===== src/source/vfilter_pkg.sv =====
`default_nettype none

package vfilter_pkg;

    // image geometry
    localparam int LINE_WIDTH  = 17;
    localparam int WINDOW_ROWS = 13;

    // one line delay sits between each pair of neighbouring rows
    localparam int NUM_DELAYS = WINDOW_ROWS - 1;

    // the adder tree splits the column after this many rows
    localparam int LOWER_ROWS = 7;

    // largest column sum, 13 rows of full white
    localparam int MAX_COLUMN_SUM = WINDOW_ROWS * 255;

    // one greyscale pixel
    typedef logic [7:0] pixel_t;

    // sum of a whole column, wide enough for MAX_COLUMN_SUM
    typedef logic [11:0] sum_t;

    // first stage sums of at most seven rows
    typedef logic [10:0] partial_sum_t;

    // done stretcher counter
    typedef logic [9:0] flush_count_t;

    // thirteen vertically aligned pixels with the frame marker
    // row 0 is the live input and row 12 the oldest line
    typedef struct packed {
        logic                          done;
        pixel_t [WINDOW_ROWS-1:0]      rows;
    } column_t;

endpackage

`default_nettype wire


===== src/source/column_adder.sv =====
`default_nettype none
`timescale 1ns/1ps

module column_adder (
    input  wire                     clk,
    input  wire                     rst_n,
    input  wire vfilter_pkg::column_t window_i,
    output vfilter_pkg::sum_t       column_sum_o,
    output logic                    done_o
);

    localparam int LOWER_ROWS = vfilter_pkg::LOWER_ROWS;
    localparam int ROWS       = vfilter_pkg::WINDOW_ROWS;

    vfilter_pkg::partial_sum_t lower_sum;
    vfilter_pkg::partial_sum_t upper_sum;

    vfilter_pkg::partial_sum_t lower_sum_q;
    vfilter_pkg::partial_sum_t upper_sum_q;
    logic                      done_q;

    // adds rows first..last of a column, seven full-scale rows still fit
    function automatic vfilter_pkg::partial_sum_t sum_rows(
        input vfilter_pkg::column_t col,
        input int                   first,
        input int                   last
    );
        vfilter_pkg::partial_sum_t acc;
        acc = '0;
        for (int k = first; k <= last; k++) begin
            acc = acc + vfilter_pkg::partial_sum_t'(col.rows[k]);
        end
        return acc;
    endfunction

    // newer rows go to the lower half, older rows to the upper half
    always_comb begin
        lower_sum = sum_rows(window_i, 0, LOWER_ROWS - 1);
        upper_sum = sum_rows(window_i, LOWER_ROWS, ROWS - 1);
    end

    // stage 1 holds the two partial sums
    always_ff @(posedge clk) begin
        if (!rst_n) begin
            lower_sum_q <= '0;
            upper_sum_q <= '0;
            done_q      <= 1'b0;
        end else begin
            lower_sum_q <= lower_sum;
            upper_sum_q <= upper_sum;
            done_q      <= window_i.done;
        end
    end

    // stage 2 holds the column total
    always_ff @(posedge clk) begin
        if (!rst_n) begin
            column_sum_o <= '0;
            done_o       <= 1'b0;
        end else begin
            column_sum_o <= vfilter_pkg::sum_t'(lower_sum_q) +
                            vfilter_pkg::sum_t'(upper_sum_q);
            done_o       <= done_q;
        end
    end

    a_sum_in_range: assert property (
        @(posedge clk) disable iff (!rst_n)
        column_sum_o <= vfilter_pkg::sum_t'(vfilter_pkg::MAX_COLUMN_SUM)
    ) else $error("column sum above maximum, got %0h", column_sum_o);

endmodule

`default_nettype wire


===== src/source/line_delay.sv =====
`default_nettype none
`timescale 1ns/1ps

module line_delay #(
    parameter int DELAY = vfilter_pkg::LINE_WIDTH
) (
    input  wire                  clk,
    input  wire                  rst_n,
    input  wire vfilter_pkg::pixel_t data_i,
    input  wire                  done_i,
    output vfilter_pkg::pixel_t  data_o,
    output logic                 done_o
);

    // pixel and its frame marker shift side by side so they stay aligned
    vfilter_pkg::pixel_t pixel_sr [DELAY];
    logic                done_sr  [DELAY];

    always_ff @(posedge clk) begin
        if (!rst_n) begin
            for (int i = 0; i < DELAY; i++) begin
                pixel_sr[i] <= '0;
                done_sr[i]  <= 1'b0;
            end
        end else begin
            pixel_sr[0] <= data_i;
            done_sr[0]  <= done_i;
            for (int i = 1; i < DELAY; i++) begin
                pixel_sr[i] <= pixel_sr[i-1];
                done_sr[i]  <= done_sr[i-1];
            end
        end
    end

    // the last stage holds what entered DELAY cycles ago
    assign data_o = pixel_sr[DELAY-1];
    assign done_o = done_sr[DELAY-1];

    // a stuck X on the marker would poison every later stage of the chain
    a_done_known: assert property (
        @(posedge clk) disable iff (!rst_n)
        !$isunknown(done_o)
    ) else $error("line_delay done_o is unknown");

endmodule

`default_nettype wire


===== src/source/row_window_buffer.sv =====
`default_nettype none
`timescale 1ns/1ps

module row_window_buffer (
    input  wire                    clk,
    input  wire                    rst_n,
    input  wire vfilter_pkg::pixel_t pixel_i,
    input  wire                    done_i,
    output vfilter_pkg::column_t   window_o
);

    localparam int NUM_DELAYS = vfilter_pkg::NUM_DELAYS;

    vfilter_pkg::flush_count_t flush_count;
    logic                      flush_active;

    // chain taps, index 0 is the live input and index k is k lines old
    vfilter_pkg::pixel_t chain_data [NUM_DELAYS+1];
    logic                chain_done [NUM_DELAYS+1];

    // done stretcher
    // a done pulse keeps the chain input marked for one more line so the
    // last rows of the frame are pushed out behind it
    always_ff @(posedge clk) begin
        if (!rst_n) begin
            flush_count  <= '0;
            flush_active <= 1'b0;
        end else if (done_i) begin
            // a new frame end restarts the flush
            flush_count  <= '0;
            flush_active <= 1'b1;
        end else if (flush_active &&
                     flush_count < vfilter_pkg::flush_count_t'(vfilter_pkg::LINE_WIDTH)) begin
            flush_count  <= flush_count + vfilter_pkg::flush_count_t'(1);
            flush_active <= 1'b1;
        end else begin
            flush_count  <= '0;
            flush_active <= 1'b0;
        end
    end

    assign chain_data[0] = pixel_i;
    assign chain_done[0] = done_i | flush_active;

    for (genvar g = 0; g < NUM_DELAYS; g++) begin : gen_line_delays
        line_delay #(
            .DELAY  (vfilter_pkg::LINE_WIDTH)
        ) i_line_delay (
            .clk    (clk),
            .rst_n  (rst_n),
            .data_i (chain_data[g]),
            .done_i (chain_done[g]),
            .data_o (chain_data[g+1]),
            .done_o (chain_done[g+1])
        );
    end

    // row 0 passes straight through from the input
    always_comb begin
        for (int k = 0; k <= NUM_DELAYS; k++) begin
            window_o.rows[k] = chain_data[k];
        end
        window_o.done = chain_done[NUM_DELAYS];
    end

    a_flush_count_range: assert property (
        @(posedge clk) disable iff (!rst_n)
        flush_count <= vfilter_pkg::flush_count_t'(vfilter_pkg::LINE_WIDTH)
    ) else $error("flush counter passed the line width, got %0d", flush_count);

    // the stretched marker must reach the end of the chain twelve lines later
    a_done_reaches_window: assert property (
        @(posedge clk) disable iff (!rst_n)
        $rose(chain_done[0]) |-> ##(NUM_DELAYS * vfilter_pkg::LINE_WIDTH) window_o.done
    ) else $error("frame marker did not arrive at the window");

endmodule

`default_nettype wire


===== src/source/vertical_filter_top.sv =====
`default_nettype none
`timescale 1ns/1ps

module vertical_filter_top (
    input  wire                    clk,
    input  wire                    rst_n,
    input  wire vfilter_pkg::pixel_t pixel_i,
    input  wire                    done_i,
    output vfilter_pkg::sum_t      column_sum_o,
    output logic                   done_o
);

    // thirteen-row column between the line buffers and the adder tree
    vfilter_pkg::column_t window;

    row_window_buffer i_row_window_buffer (
        .clk      (clk),
        .rst_n    (rst_n),
        .pixel_i  (pixel_i),
        .done_i   (done_i),
        .window_o (window)
    );

    // two cycles of latency from window to sum
    column_adder i_column_adder (
        .clk          (clk),
        .rst_n        (rst_n),
        .window_i     (window),
        .column_sum_o (column_sum_o),
        .done_o       (done_o)
    );

endmodule

`default_nettype wire


===== config.mk =====
export PLATFORM = sky130hd
export DESIGN_NAME = vertical_filter_top
export DESIGN_NICKNAME = d
export VERILOG_FILES = /design/src/source/vfilter_pkg.sv /design/src/source/column_adder.sv /design/src/source/line_delay.sv /design/src/source/row_window_buffer.sv /design/src/source/vertical_filter_top.sv
export SDC_FILE = /design/constraint.sdc
export NUM_CORES = 2
export LEC_CHECK = 0
export ABC_AREA = 1
export BUFFER_PORTS_ARGS = -buffer_cell sky130_fd_sc_hd__buf_2
export CORE_MARGIN = 10
export CORE_UTILIZATION = 60
export CTS_BUF_LIST = sky130_fd_sc_hd__clkbuf_8
export CTS_CLUSTER_SIZE = 14
export DETAILED_ROUTE_END_ITERATION = 16
export PLACE_DENSITY = 0.84
export SETUP_SLACK_MARGIN = 0.5
export SLEW_MARGIN = 20
export SYNTH_ARGS = -nofsm -noshare
export SYNTH_HDL_FRONTEND = slang
export SYNTH_SLANG_ARGS = --single-unit

===== constraint.sdc =====
create_clock -name clk -period 6.7 [get_ports clk]
set_clock_uncertainty 0.2 [all_clocks]
set_input_delay 1.34 -clock clk [delete_from_list [all_inputs] [get_ports clk]]
set_output_delay 1.34 -clock clk [all_outputs]
set_load 0.01 [all_outputs]

==> run_results.csv <==
group,metric,value,unit
clock_network,clockBufferDepth,4,
grt,grt-ovfl-total,0,
timing,slew_viol_final,0,
routing,vias_per_cell,4.16,
synth,ys_ff_latch,1883,
setup_path,worstPathRequired,7.33,ns
grt,track_usage,15.9,%
place,dp_slack,1.18,ns
cells_and_area,syn2layout_area_growth,9.30,%
floorplan,floorplan.io_pins,24,
clock_network,cts-root-buf,"clkbuf_8",
routing,initialDrtViolationCount,1789,
timing,rsz0062_at_grt,"false",
clock_network,cts_tree,"built",
power_and_ir_drop,p_leak,0.0403,µW
power_and_ir_drop,ir_drop,188,µV
floorplan,chipHeight,329,µm
timing,fin_crit_sh,70.0,%
synth,ys_types,25,
synth,synth_area,0.0575,mm²
timing,setup_violations,0,
grt,use_met3,3.42,%
cells_and_area,layout.nets,6558,
grt,grt_pass1_wl,146,mm
floorplan,coreArea,0.0950,mm²
routing,drc,0,
flow_run,drv_cap,0,
floorplan,initial_core_util,60.5,%
clock_network,h-tree-depth,5,
synth,ys_seq_area_share,65.6,%
synth,synth_warnings,0,
routing,drt-total-wl,84.6,mm
clock_network,clock_latency,0.90,ns
clock_network,cts_buffers,293,
grt,grt_most_used_layer,"met2",
timing,period_minus_slack,4.69,ns
timing,fmax,0.213,GHz
place,dp_hpwl,45.9,mm
grt,grt_antenna_before_repair,1,
routing,firstDrtPassIters,5,
floorplan,fp-row-count,113,
setup_path,cp-start-kind,"register",
cells_and_area,final_common_cell,"inv_1",
clock_network,postCtsHoldBufs,0,
setup_path,cp_top_family,"adder cells",
setup_path,crit_type,"reg2reg",
setup_path,cpPeakStageDelay,0.54,ns
cells_and_area,fillers,6781,
grt,use_met1,19.5,%
clock_network,cts_resized,0,
setup_path,arrival,5.32,ns
cells_and_area,drive_gt1_share,6.64,%
setup_path,cp_common_cell,"nand2_1",
timing,slew-limit-headroom,27.3,%
routing,antenna_left,0,
setup_path,critPathCaptureType,"register",
setup_path,slowest_stage,"fa_1",
synth,async_flop_share,0,%
place,place.gp.congestion,0.809,
power_and_ir_drop,power.density,328,mW/mm²
synth,yosys.area.top_type,"dfxtp_1",
place,port_buffers,23,
grt,grt_max_degree,242,
synth,synth_flop_cell,"dfxtp_1",
setup_path,crit_buf_inv,5,
worst_hold_path,hold_path.class,"reg2reg",
outcome,outcome,"completed",
cells_and_area,layout_common_cells,"2,077 x inv_1, 1,954 x nand2_1, 1,883 x dfxtp_1",
grt,met2_usage,26.5,%
routing,detail_route.wl_per_cell,10.7,µm
floorplan,die_area,0.109,mm²
grt,first_global_vias,32900,
synth,synth_top_cell_area_share,65.6,%
timing,fin_ws,2.01,ns
synth,syn-instance-count,6309,
setup_path,cp_max_fo,5,
synth,synth-edff-count,0,
clock_network,postCtsSetupBuffers,0,
clock_network,clk_pin_slew,0.06,ns
clock_network,cts_sinks,1883,
routing,via_count,32800,
timing,tightest_slew,1.09,ns
synth,yosys-top-cells-area,"dfxtp_1 66%, inv_1 13%, nand2_1 13%",
synth,avgSynthCellArea,9.11,µm²
setup_path,cp_cell_sequence,"ha_1 > inv_1 > fa_1 > o21ai_2 > nand3_1 > nand2_1 > nand2_1 > nand2_1 > inv_1 > fa_1 > fa_1 > inv_1 > fa_1 > inv_1 > ha_1 > nand2_1 > nor2_1 > nand3_1 > nand2_1 > nand2_1 > nand2_1 > nand2_1 > inv_1",
cells_and_area,utilization,66.1,%
floorplan,die_w,329,µm
timing,hold_viol,0,
timing,tns,0,ns
-- path summary, 6_finish.rpt --
kind,slack (ns),start,end,depth (start not counted)
setup / recovery,2.01,register,i_column_adder.upper_sum_q[10]$_SDFF_PN0_,23
hold reg to reg,0.16,register,register,2
setup reg to reg,2.01,register,i_column_adder.upper_sum_q[10]$_SDFF_PN0_,23
hold / removal,0.16,register,register,2
-- cells by family after synthesis --
logic type	count (synthesis)	share of synthesized area, %
buffers and inverters	2196	17.0
adder cells (fa/ha/maj)	111	3.19
AND/OR/NAND/NOR	2048	13.5
AO/OA/AOI/OAI	56	0.534
flip-flops	1883	65.6
other	1	0.00653
XOR/XNOR	14	0.213
-- final cells by class --
cell class	count	area [µm²]	area share, %
diodes	3	7.51	0.0120
clock buffers	360	4950	7.89
clock inverters	130	737	1.17
inverters	1989	7470	11.9
multi-input cells	2234	10000	16.0
flip-flops and latches	1883	37700	60.0
well taps	1265	1580	2.52
repair buffers	35	320	0.510
-- worst register-to-register path, delay by kind of cell, from the launching register on --
| kind | cells | cell delay (ns) |
|---|---|---|
| adder cells (fa/ha/maj) | 6 | 2.56 |
| AO/OA/AOI/OAI | 1 | 0.24 |
| AND/OR/NAND/NOR | 11 | 0.99 |
| buffers and inverters | 5 | 0.26 |
| flip-flops | 1 | 0.34 |
-- cells in the mapped netlist, drive strengths merged, types with 9 or more instances --
library cell and number:
fa 59, buf 207, nand3 27, nand2 1954, o21ai 9, a21oi 39, nor2 56, xor2 9
ha 52, inv 1989, dfxtp 1883
-- state kept, by name, indices dropped and copies added, names as in the netlist --
register                                                   flops
i_row_window_buffer.gen_line_delays.i_line_delay.pixel_sr   1632
i_row_window_buffer.gen_line_delays.i_line_delay.done_sr     204
i_column_adder.column_sum_o                                   12
i_column_adder.lower_sum_q                                    11
i_column_adder.upper_sum_q                                    11
i_row_window_buffer.flush_count                               10
i_column_adder.done_o                                          1
i_column_adder.done_q                                          1
i_row_window_buffer.flush_active                               1
-- report_power, final --
part / internal (µW) / leakage [µW] / total [µW] / switching [µW]
sequential: 11200 / 0.0152 / 11200 / 9.91
clock: 5060 / 0.00327 / 9150 / 4080
combinational: 44.4 / 0.0219 / 233 / 189
total: 16300 / 0.0403 / 20600 / 4280
-- per-stage QoR --
step                hold slack, ns  total power [µW]  instance area (µm²)  instances
floorplan                    0.190             11800                57500       6313
global placement             0.191             11700                57100       7406
detailed placement           0.195             11700                57100       7406
CTS                          0.163             20900                62800       7896
global route                 0.180             21400                62800       7898
finish                       0.163             20600                62800       7899
-- per-layer routing --
| layer | vias up | wire, µm | share of wire (%) |
|---|---|---|---|
| li1 | 17400 | - | - |
| met1 | 14800 | 39000 | 46 |
| met2 | 477 | 39600 | 47 |
| met3 | 237 | 3210 | 3.8 |
| met4 | 0 | 2770 | 3.3 |
| met5 | - | 0 | 0 |
Note: power is estimated with default switching activity, not from simulation.
